[src/memBusPkg.sv]
package memBusPkg;

    // Address map.
    localparam logic [31:0] periphBase = 32'h4000_0000;
    localparam logic [31:0] periphMask = 32'hFFFF_FF00; // Window 0x400000xx.

    localparam logic [31:0] thAddr     = 32'h0000_0000;
    localparam logic [31:0] tlAddr     = 32'h0000_0004;
    localparam logic [31:0] tconAddr   = 32'h0000_0008;
    localparam logic [31:0] ledAddr    = 32'h0000_000C;
    localparam logic [31:0] switchAddr = 32'h0000_0010;
    localparam logic [31:0] tubeAddr   = 32'h0000_0014;

    // Data RAM geometry.
    localparam int ramDepth    = 256;
    localparam int ramIndexLsb = 2;
    localparam int ramIndexMsb = 9;

    localparam int ledWidth     = 8;
    localparam int switchWidth  = 8;
    localparam int tubeRegWidth = 18;
    localparam int tubeOutWidth = 22;

    localparam logic [tubeRegWidth-1:0] tubeResetValue = 18'h3F87F;

    typedef struct packed {
        logic        valid;
        logic        write;
        logic [31:0] addr;
        logic [31:0] wdata;
    } busReq_t;

    typedef struct packed {
        logic        valid;
        logic [31:0] data;
    } busRsp_t;

    // Register block to timer.
    typedef struct packed {
        logic        enable;    // TCON bit 0.
        logic        irqEnable; // TCON bit 1.
        logic [31:0] th;
        logic        loadTl;
        logic [31:0] tlValue;
        logic        clearIrq;
    } timerCtl_t;

    typedef struct packed {
        logic [31:0] tl;
        logic        irq;
    } timerState_t;

endpackage

[src/peripheralRegs.sv]
`timescale 1ns/1ps

module peripheralRegs (
    input  logic                                  Uart_send_trigger,
    input  logic                                  clk,
    input  memBusPkg::busReq_t                    req,
    input  logic [memBusPkg::switchWidth-1:0]     switch,
    input  memBusPkg::timerState_t                timerState,
    output memBusPkg::busRsp_t                    rsp,
    output logic [memBusPkg::ledWidth-1:0]        led,
    output logic [memBusPkg::tubeOutWidth-1:0]    tube,
    output memBusPkg::timerCtl_t                  timerCtl
);
    import memBusPkg::*;

    logic [31:0] offset;
    logic wrEn;
    logic rdEn;

    logic [ledWidth-1:0] ledReg;
    logic [tubeRegWidth-1:0] tubeReg;
    logic [31:0] thReg;
    logic enable;
    logic irqEnable;

    logic [31:0] readMux;
    logic rspValid;
    logic [31:0] rspData;

    assign offset = req.addr & ~periphMask;
    assign wrEn   = req.valid && req.write;
    assign rdEn   = req.valid && !req.write;

    always_ff @(posedge Uart_send_trigger or posedge clk) begin
        if (clk) begin
            ledReg    <= '0;
            tubeReg   <= tubeResetValue;
            thReg     <= '0;
            enable    <= 1'b0;
            irqEnable <= 1'b0;
        end else if (wrEn) begin
            case (offset)
                ledAddr:  ledReg  <= req.wdata[ledWidth-1:0];
                tubeAddr: tubeReg <= req.wdata[tubeRegWidth-1:0];
                thAddr:   thReg   <= req.wdata;
                tconAddr: begin
                    enable    <= req.wdata[0];
                    irqEnable <= req.wdata[1];
                end
                default: ;
            endcase
        end
    end

    // TL lives in the timer, so its write is passed on as a strobe.
    assign timerCtl = '{
        enable:    enable,
        irqEnable: irqEnable,
        th:        thReg,
        loadTl:    wrEn && (offset == tlAddr),
        tlValue:   req.wdata,
        clearIrq:  wrEn && (offset == tconAddr)
    };

    always_comb begin
        case (offset)
            thAddr:     readMux = thReg;
            tlAddr:     readMux = timerState.tl;
            tconAddr:   readMux = {29'b0, timerState.irq, irqEnable, enable};
            switchAddr: readMux = {{(32-switchWidth){1'b0}}, switch};
            default:    readMux = '0; // Unmapped reads as zero.
        endcase
    end

    always_ff @(posedge Uart_send_trigger or posedge clk) begin
        if (clk) begin
            rspValid <= 1'b0;
        end else begin
            rspValid <= rdEn;
        end
    end

    always_ff @(posedge Uart_send_trigger) begin
        if (rdEn) begin
            rspData <= readMux;
        end
    end

    assign rsp  = '{valid: rspValid, data: rspData};
    assign led  = ledReg;
    assign tube = {tubeReg[10:7], tubeReg}; // Digit select bits repeated on top.

endmodule

[config.mk]
export PLATFORM = sky130hd
export DESIGN_NAME = peripheralRegs
export DESIGN_NICKNAME = d
export VERILOG_FILES = /design/src/memBusPkg.sv /design/src/peripheralRegs.sv
export SDC_FILE = /design/constraint.sdc
export NUM_CORES = 1
export LEC_CHECK = 0
export BUFFER_PORTS_ARGS = -buffer_cell sky130_fd_sc_hd__buf_2
export CORE_MARGIN = 10
export CORE_UTILIZATION = 35
export CTS_CLUSTER_DIAMETER = 40
export DETAILED_ROUTE_END_ITERATION = 16
export GPL_TIMING_DRIVEN = 1
export MAX_ROUTING_LAYER = met4
export PLACE_DENSITY = 0.76
export SYNTH_ARGS = -nofsm -noshare
export SYNTH_HDL_FRONTEND = slang
export SYNTH_SLANG_ARGS = --single-unit
export TNS_END_PERCENT = 1
[constraint.sdc]
create_clock -name Uart_send_trigger -period 2.85 [get_ports Uart_send_trigger]
set_input_delay 0.57 -clock Uart_send_trigger [delete_from_list [all_inputs] [get_ports Uart_send_trigger]]
set_output_delay 0.57 -clock Uart_send_trigger [all_outputs]
set_load 0.03 [all_outputs]
# Word level (Yosys, flattened, before mapping)
# Cells that the tools add are included.
# totals
regBits,93
latchBits,0
ramBits,0
rom_bits,0
inputBits,109
elab_cells,23
mem_count,0
# op_classes
add_sub_neg,0
mul,0
n_div,0
magnitude_cmp,0
eq_ne,5
shifts,0
mux,1
bitwise,0
reduce_logical,10
# ops
cell,count
32-bit one-hot mux with 4 select lines,1
32-bit logical NOT,1
"8-bit by 4-bit == test with 1-bit output, second input constant",2
"8-bit by 5-bit == test with 1-bit output, second input constant",2
"8-bit by 3-bit == test with 1-bit output, second input constant",1
2-bit AND reduction,4
1-bit logical AND,4
1-bit logical NOT,1

# Logic depth before layout (Yosys ltp)
# depth
word_depth,2
depth_mapped,5

# Least setup slack after synthesis
# No wires, ideal clock.
# synth_path
path_kind,input port to output port
from,input port req[37] (netlist name)
to,output port timerCtl[33] (netlist name)
t_arrival_ns,2.043
path_slack_ns,0.237
stages,4
path_cell_list,or4_1 -> or2_2 -> clkbuf_1 -> nor2_1
# synth_lines
item,line_no,source
start: declaration,peripheralRegs.sv:6,"input memBusPkg::busReq_t req,"
end: declaration,peripheralRegs.sv:12,output memBusPkg::timerCtl_t timerCtl

==> impl_metrics.ini <==
[run_status]
outcome = completed

[routing]
avgViaCountPerCell = 4.831
wl_per_cell_um = 19.36
firstDrtPassIters = 4
wl_mm = 12.27
num_vias = 3063
antenna_left = 0
drtIter0Drc = 130
drc = 0

[placed_design]
portBuffers = 215
dp_slack_ns = 0.1353
gp_congestion = 0.7940
dp_cells = 617
hpwl_mm = 9.537

[clock_network]
clk_pin_slew_ns = 0.06
cts_buffers = 9
clkSinkCount = 93
post_cts_buffers = 0
cts_resized = 0
htree_levels = 3
clock_latency_ns = 0.34
cts_tree = done
clockRootBuffer = clkbuf_16
cts.path.max_buffers = 2
postCtsHoldBufs = 0

[critical_path]
crit_family = simple AND/OR/NAND/NOR gates
r2r-start = thReg[0]$_DFFE_PP0P_
timing.rr.end = rspData[0]$_DFFE_PP_
cp_max_fo = 7
cp.arrival_ns = 2.15
cpPeakStageDelay_ns = 0.67
required_ns = 2.28
cp-end-kind = primary output
worstRegToRegCells = 3
crit_path_frequent_cell = buf_2
crit_buf_inv = 2
path_cells = buf_2, or4b_2, nor4_1, and2_1, buf_2
path_depth = 5
cpMaxStageDelayCell = or4b_2
worstSetupStartpointType = input port
critical_path_class = in2out
rrSetupSlack_ns = 1.73

[synthesis]
synth_top_family_by_area = multiplexers
ys_types = 28
synthCells = 299
synth_compound_area_share_pct = 1.862
yosys.area_share.simple_pct = 6.651
syn-num-nets = 408
yosysMostFrequentCell = mux2_2
synth_xor_xnor_area_share_pct = 0
synth_top_area_cell = dfrtp_1
syn_area_um2 = 4233
async_flop_share_pct = 65.59
synth_edf_count = 32
synth_mux_area_share_pct = 23.53
avgSynthCellArea_um2 = 14.16
synth_common_cells = 60 x mux2_2, 47 x dfrtp_1, 40 x buf_4
synth.top_cell.area_share_pct = 27.79
synth_fa_ha_area_share_pct = 0
synth_ff_type = dfrtp_1
yosys-top-cells-area = dfrtp_1 28%, edfxtp_1 23%, mux2_2 16%, dfstp_2 8.7%, mux2i_1 7.6%
yosys_warnings = 0
synth_sequential_area_ratio_pct = 59.18
synth-seq-cells = 93

[timing]
fin_crit_ns = 2.715
setup-violations-final = 0
final.setup.tns_ns = 0
maxSlewViolCount = 0
worst_pin_slew_ns = 0.6738
rsz0062_at_grt = false
hold_violations = 0
max_slew_margin_pct = 55.02
finClkSkew_ns = 0.005882
fin_ws_ns = 0.1347
timing.fmax_mhz = 368.3
fin_crit_sh_pct = 95.27

[floorplanning]
placementRows = 40
start_util_pct = 35.54
die_y_um = 130.0
die_x_um = 130.0
core_um2 = 11910
pin_count = 240
die_area_um2 = 16890

[global_route]
grt_overflow = 0
grt_max_degree = 38
grt_pass1_vias = 3506
track_usage_pct = 14.87
antenna_found_initial = 1
grt_pass1_wl_mm = 18.70

[power]
power_uw = 3241
pwr_density_cell_nw_per_um2 = 581.0
power.leakage_uw = 0.002811
ir_drop_uv = 476.2

[min_path]
hold_class = in2async

[flow_run]
maxCapViolCount = 0

[layout]
area_delta_synth_final_pct = 31.78
layoutNonFillerInstCount = 634
final_layout_size_suffix_gt1_share_pct = 65.64
finish.utilization_pct = 46.83
layout.nets = 590
[cells by family after synthesis]
kind of cell / count (synthesis)
AND/OR/NAND/NOR: 50
multiplexers: 92
flip-flops: 93
AO/OA/AOI/OAI: 9
buffers and inverters: 55
[worst max-delay path by stage]
stage                 start            to  slack (ns)
floorplan           req[37]  timerCtl[33]        0.24
global placement    req[36]   timerCtl[0]        0.17
detailed placement  req[36]   timerCtl[0]        0.14
CTS                 req[36]   timerCtl[0]        0.14
global route        req[36]   timerCtl[0]        0.02
finish              req[36]   timerCtl[0]        0.13
[flip-flops by register name (all words and copies together), names as in the netlist]
name	flops
led	8
irqEnable	1
rspData	32
enable	1
thReg	32
tubeReg	18
rspValid	1
[metrics by stage]
stage | hold slack, ns | cell area [um^2]
after detailed placement | 0.4910 | 5229
after CTS | 0.3417 | 5575
after global placement | 0.4873 | 5229
after global routing | 0.3893 | 5578
final | 0.3233 | 5578
after floorplan | 0.5047 | 4233
[placed cells by master (no fill, tap or decap), drive strengths merged]
| cell | n |
|---|---|
| nand2b | 1 |
| or4b | 1 |
| dfstp | 14 |
| nor2 | 25 |
| bufinv | 2 |
| dfrtp | 47 |
| a221o | 2 |
| nor2b | 1 |
| mux2i | 32 |
| buf | 224 |
| inv | 2 |
| edfxtp | 32 |
| or2 | 2 |
| diode | 1 |
| and2 | 2 |
| o2bb2ai | 6 |
| nor4 | 5 |
| nand4 | 3 |
| clkbuf | 14 |
| or3 | 1 |
| nor3 | 4 |
| nand4b | 1 |
| o22ai | 1 |
| mux2 | 60 |
| or4 | 1 |
| nand2 | 3 |
[where the power goes]
part / leakage (uW) / internal (uW) / switching [uW]
clock: 0.000167 / 877 / 490
sequential: 0.00106 / 1430 / 20.8
combinational: 0.00159 / 138 / 281
total: 0.00281 / 2450 / 792
[per-layer routing]
layer	routed length, um	global-route usage, %	up-vias	part of all wire (%)
met2	6168	24.87	132	50
met5	0	-	-	0
met4	263	6.680	0	2.1
met1	4907	15.77	1515	40
met3	935	4.909	20	7.6
li1	-	-	1396	-
[layout make-up]
class                           instances  area [um^2]
Fill cell                            1091         6334
Clock inverter                          2        60.06
Antenna cell                            1        2.502
Tap cell                              147        183.9
Sequential cell                        93         2505
Clock buffer                           14        286.5
Timing Repair Buffer                  224         1169
Inverter                                2        7.507
Multi-Input combinational cell        151         1364
No activity file was read; power rests on OpenSTA's default activity.
