`src/memBusPkg.sv`:
```
package memBusPkg;

    // Address map.
    localparam logic [31:0] periphBase = 32'h4000_0000;
    localparam logic [31:0] periphMask = 32'hFFFF_FF00; // Window 0x400000xx.

    localparam logic [31:0] thAddr     = 32'h0000_0000;
    localparam logic [31:0] tlAddr     = 32'h0000_0004;
    localparam logic [31:0] tconAddr   = 32'h0000_0008;
    localparam logic [31:0] ledAddr    = 32'h0000_000C;
    localparam logic [31:0] switchAddr = 32'h0000_0010;
    localparam logic [31:0] tubeAddr   = 32'h0000_0014;

    // Data RAM geometry.
    localparam int ramDepth    = 256;
    localparam int ramIndexLsb = 2;
    localparam int ramIndexMsb = 9;

    localparam int ledWidth     = 8;
    localparam int switchWidth  = 8;
    localparam int tubeRegWidth = 18;
    localparam int tubeOutWidth = 22;

    localparam logic [tubeRegWidth-1:0] tubeResetValue = 18'h3F87F;

    typedef struct packed {
        logic        valid;
        logic        write;
        logic [31:0] addr;
        logic [31:0] wdata;
    } busReq_t;

    typedef struct packed {
        logic        valid;
        logic [31:0] data;
    } busRsp_t;

    // Register block to timer.
    typedef struct packed {
        logic        enable;    // TCON bit 0.
        logic        irqEnable; // TCON bit 1.
        logic [31:0] th;
        logic        loadTl;
        logic [31:0] tlValue;
        logic        clearIrq;
    } timerCtl_t;

    typedef struct packed {
        logic [31:0] tl;
        logic        irq;
    } timerState_t;

endpackage

```
`src/intervalTimer.sv`:
```
`timescale 1ns/1ps

module intervalTimer (
    input  logic                   Uart_send_trigger,
    input  logic                   clk,
    input  memBusPkg::timerCtl_t   timerCtl,
    output memBusPkg::timerState_t timerState
);
    import memBusPkg::*;

    logic [31:0] tl;
    logic irq;
    logic atTop;
    logic counting;
    logic expire;

    // A TL write from the bus takes priority over counting.
    assign counting = timerCtl.enable && !timerCtl.loadTl;
    assign atTop    = (tl == '1);
    assign expire   = counting && atTop && timerCtl.irqEnable;

    always_ff @(posedge Uart_send_trigger or posedge clk) begin
        if (clk) begin
            tl <= '0;
        end else if (timerCtl.loadTl) begin
            tl <= timerCtl.tlValue;
        end else if (counting) begin
            if (atTop) begin
                tl <= timerCtl.th; // Reload.
            end else begin
                tl <= tl + 32'd1;
            end
        end
    end

    // New expiry beats a clear in the same cycle.
    always_ff @(posedge Uart_send_trigger or posedge clk) begin
        if (clk) begin
            irq <= 1'b0;
        end else if (expire) begin
            irq <= 1'b1;
        end else if (timerCtl.clearIrq) begin
            irq <= 1'b0;
        end
    end

    assign timerState = '{tl: tl, irq: irq};

endmodule

```
`config.mk`:
```
export PLATFORM = sky130hd
export DESIGN_NAME = intervalTimer
export DESIGN_NICKNAME = d
export VERILOG_FILES = /design/src/memBusPkg.sv /design/src/intervalTimer.sv
export SDC_FILE = /design/constraint.sdc
export NUM_CORES = 1
export LEC_CHECK = 0
export CAP_MARGIN = 20
export CORE_MARGIN = 2
export CORE_UTILIZATION = 49
export DETAILED_ROUTE_END_ITERATION = 10
export DONT_BUFFER_PORTS = 1
export GPL_TIMING_DRIVEN = 0
export PLACE_DENSITY = 0.61
export REMOVE_ABC_BUFFERS = 1
export SYNTH_ARGS = -nofsm -noshare
export SYNTH_HDL_FRONTEND = slang
export SYNTH_SLANG_ARGS = --single-unit
```
`constraint.sdc`:
```
create_clock -name Uart_send_trigger -period 3.5 [get_ports Uart_send_trigger]
set_input_delay 0.35 -clock Uart_send_trigger [delete_from_list [all_inputs] [get_ports Uart_send_trigger]]
set_output_delay 0.35 -clock Uart_send_trigger [all_outputs]
set_load 0.02 [all_outputs]
```
## Word-level counts from Yosys, hierarchy flattened

Cells that the tools add are included.

- Bits in registers: 33
- Input port bits: 70
- Output and inout bits: 33

- Add/sub/neg operators: 1
- Equality and inequality tests: 1
- Multiplexer cells: 5
- Reduce and logical (&&, ||, !) cells: 6

Operators by type and width:

| kind | count |
|---|---|
| $mux 32 | 3 |
| $add 32x1->32 const B | 1 |
| $eq 32x32->1 const B | 1 |
| $reduce_bool 2->1 | 2 |
| $logic_and 1x1->1 | 3 |
| $mux 1 | 2 |
| $logic_not 1->1 | 1 |

## Logic depth before layout (Yosys ltp)

- Word-level depth: 5
- Gate-level depth with buffers: 8
- Mapped depth without buffers: 6

## Worst setup path before layout

OpenSTA, ideal clock, no wires.

- Path type: register to register
- Start point: register tl[9]
- End point: register tl[0]
- Setup time: 0.138 ns
- Arrival time: 2.266 ns
- Required time: 3.362 ns
- Slack: 1.096 ns
- Stages on the path, launching flop included: 9
- Buffers on the path: 3
- Period minus slack after synthesis: 2.404 ns
- Cells stage by stage: dfrtp_1 nand4_2 or4_1 buf_2 or3b_1 buf_6 buf_6 o211ai_2 o311ai_1

- Longest elaborated chain between the ends: 4

RTL lines:

| item | line | RTL |
|---|---|---|
| start: declaration | intervalTimer.sv:11 | `logic [31:0] tl;` |
| start signal: assignment | intervalTimer.sv:26 | `tl <= timerCtl.tlValue;` |
| start signal: assignment | intervalTimer.sv:29 | `tl <= timerCtl.th;` |
| start signal: assignment | intervalTimer.sv:31 | `tl <= tl + 32'd1;` |
| $eq 32x32->1 | intervalTimer.sv:19 | `assign atTop = (tl == '1);` |
| $mux 32 | intervalTimer.sv:28 | `if (atTop) begin` |
| $mux 32 | intervalTimer.sv:27 | `end else if (counting) begin` |
| $mux 32 | intervalTimer.sv:25 | `end else if (timerCtl.loadTl) begin` |

No other way between the ends. The select of a mux whose other input is x is not followed.
A chain may end at the register's enable or synchronous reset.

## Worst setup path after layout

- Start point: register tl[4]
- End point: register tl[17]

- Longest elaborated chain between the ends: 4

RTL lines:

| item | line |
|---|---|
| $add 32x1->32 / $eq 32x32->1 (equally long branches) | intervalTimer.sv:31, intervalTimer.sv:19 |
| $mux 32 * | intervalTimer.sv:28 |
| $mux 32 * | intervalTimer.sv:27 |
| $mux 32 * | intervalTimer.sv:25 |

Mark *: on every way between the ends. The rest lies on a longest branch, timed or not. The select of a mux whose other input is x is not followed.

==> flow_metrics.py <==
metrics = {
    "status": {
        "status": "finished, final reports clean",
    },
    "detailed_routing": {
        "wl_um": 6990,
        "vias_per_cell": 6.28,
        "drtIter0Drc": 121,
        "vias": 2287,
        "antenna_left": 0,
        "drcViolationCount": 0,
        "wl_per_cell_um": 19.2,
        "drt-pass1-iter-count": 4,
    },
    "setup_path": {
        "cp_top_family": "simple AND/OR/NAND/NOR gates",
        "max_stage_delay_ns": 0.83,
        "crit_fanout": 14,
        "cp_slowest_cell": "or4_1",
        "cp.depth": 5,
        "ff2ff_path_depth": 5,
        "critPathArrivalTime_ns": 3.32,
        "crit_chain": "nand4_2 -> or4_1 -> or3b_1 -> nand2_1 -> o221ai_1",
        "end_kind": "flop",
        "worstSetupPathType": "reg -> reg",
        "crit_required_ns": 3.65,
        "path_buf_inv": 0,
        "start_kind": "flop",
    },
    "synthesis": {
        "synth_top_area_share_pct": 33.7,
        "ys_seq_elements": 33,
        "synth_edf_count": 0,
        "ys_types": 51,
        "syn_avg_cell_area_sq_um": 8.01,
        "synth_area_leaders": "dfrtp_1, a21oi_1, nand2_1",
        "synthCells": 306,
        "synth_top_area_cell": "dfrtp_1",
        "ys_seq_area_share_pct": 33.7,
        "async_reset_ff_share_pct": 100,
        "synthFlopType": "dfrtp_1",
        "synth_area_sq_mm": 0.00245,
        "ys_warn_count": 0,
    },
    "sta": {
        "hold_violations": 0,
        "setup_slack_ns": 0.331,
        "fmax_mhz": 316,
        "final.setup.tns_ns": 0,
        "period_share_pct": 90.5,
        "rsz0062_at_grt": "no",
        "slew_headroom_pct": 36.7,
        "skew_ns": 0.00825,
        "setup_viol": 0,
        "slew_violations": 0,
        "tightest_slew_ns": 0.945,
        "min_period_ns": 3.17,
    },
    "floorplan": {
        "rows": 25,
        "fp.dieArea_sq_mm": 0.00558,
        "fp.dieW_um": 74.7,
        "initial_core_util_pct": 51.2,
        "core_sq_mm": 0.00479,
        "die-height_um": 74.7,
        "io_pins": 103,
    },
    "finish": {
        "final_cells": 364,
        "final_cell_mix": "dfrtp_1, nand2_1, a21oi_1, nand3_1, nor2_1",
        "final_common_cell": "dfrtp_1",
        "antenna_cells": 0,
        "fill_cells": 465,
        "fin_util_pct": 54.8,
        "final_nets": 367,
        "synthToLayoutAreaGrowth_pct": 6.94,
        "drive_gt1_share_pct": 5.39,
    },
    "placement": {
        "post-dp-hpwl_um": 4890,
        "gp_congestion": 0.783,
        "numPortBuffers": 0,
        "dp.cells": 356,
        "dp_slack_ns": 0.383,
    },
    "hold_path": {
        "hold_class": "in -> async",
    },
    "clock_network": {
        "clk_pin_slew_ns": 0.08,
        "clock_tree.buffer_depth": 2,
        "cts_setup_buffers": 0,
        "insertion_delay_ns": 0.29,
        "htreeDepth": 2,
        "cts_root_buf": "clkbuf_8",
        "cts_hold_buf": 0,
        "cts_resized": 0,
        "cts_sinks": 33,
        "cts_buffers": 5,
        "cts_tree": "yes",
    },
    "grt": {
        "grt_pass1_vias": 2102,
        "track_usage_pct": 25.7,
        "grt_max_degree": 69,
        "grt_first_pass_wirelength_um": 10800,
        "grt_antenna_before_repair": 0,
        "gr-total-overflow": 0,
    },
    "power": {
        "p_leak_nw": 1.03,
        "ir_drop_mv": 0.237,
        "p_per_area_mw_per_mm2": 424,
        "p_total_mw": 1.11,
    },
    "job": {
        "max_cap_violations": 0,
    },
}
-- layer usage --
| layer | track usage [%] | part of all wire, % | wire length [um] | vias to the layer above |
|---|---|---|---|---|
| li1 | - | - | - | 1116 |
| met1 | 35.6 | 45 | 3170 | 1088 |
| met2 | 39.3 | 46 | 3230 | 77 |
| met3 | 7.23 | 7.7 | 541 | 6 |
| met4 | 7.34 | 0.79 | 55 | 0 |
| met5 | 0 | 0 | 0 | - |
-- synth_stat cells (all sizes together), types with 2 or more instances --
master and instances:
a31oi 5, xnor2 9, nand4 6, a211oi 3
a21oi 28, nand2 30, nor2b 4, o211ai 2
inv 8, and4 3, nor3 14, clkbuf 11
o31ai 7, nand3 22, a21o 3, nor4 8
nor3b 15, nor2 19, mux2i 11, o31a 3
dfrtp 33, and3 4, o311ai 2, o21ai 22
xor2 6, o22ai 3, buf 9
-- sequential cells by signal, summed over array words and instances, names as in the netlist --
name	cells
irq	1
tl	32
-- cells by family (layout without fill, tap and decap cells) --
kind of cell | after synthesis | after routing | synth area share, %
AOI/OAI and AO/OA | 85 | 85 | 21.4
buffers and inverters | 29 | 20 | 5.51
adders and majority gates | 1 | 1 | 0.510
DFF | 33 | 33 | 33.7
muxes | 11 | 11 | 4.49
xor gates and xnor gates | 15 | 15 | 5.36
and+or+nand+nor | 132 | 132 | 29.0
-- worst paths after layout --
check	endpoint	from	slack [ns]
worst max-delay path	tl[17]	tl[4]	0.33
worst min-delay path	tl[1]	clk	0.05
worst max register to register	tl[17]	tl[4]	0.33
worst min register to register	irq	irq	0.64
max in group asynchronous	tl[26]	clk	2.91
min in group Uart_send_trigger	tl[2]	timerCtl[33]	0.16
-- metrics by stage --
step                      hold slack [ns]  area, sq um
after floorplan                     0.447         2350
after global placement              0.459         2430
after detailed placement            0.396         2490
after CTS                          0.0736         2620
after global routing                0.118         2620
final                              0.0492         2620
-- cell type report --
class,count,area (sq um),area share (%)
multi-input cells,244,1500,57.1
inverters,9,33.8,1.29
flip-flops and latches,33,826,31.5
repair buffers,3,47.5,1.81
clock buffers,5,68.8,2.63
clock inverters,3,65.1,2.48
well taps,67,83.8,3.20
-- where the power goes --
group          internal (mW)  total (mW)  switching (mW)
sequential             0.417       0.536           0.118
combinational         0.0730       0.143          0.0700
clock                  0.283       0.434           0.150
No activity file was read; power rests on OpenSTA's default activity.
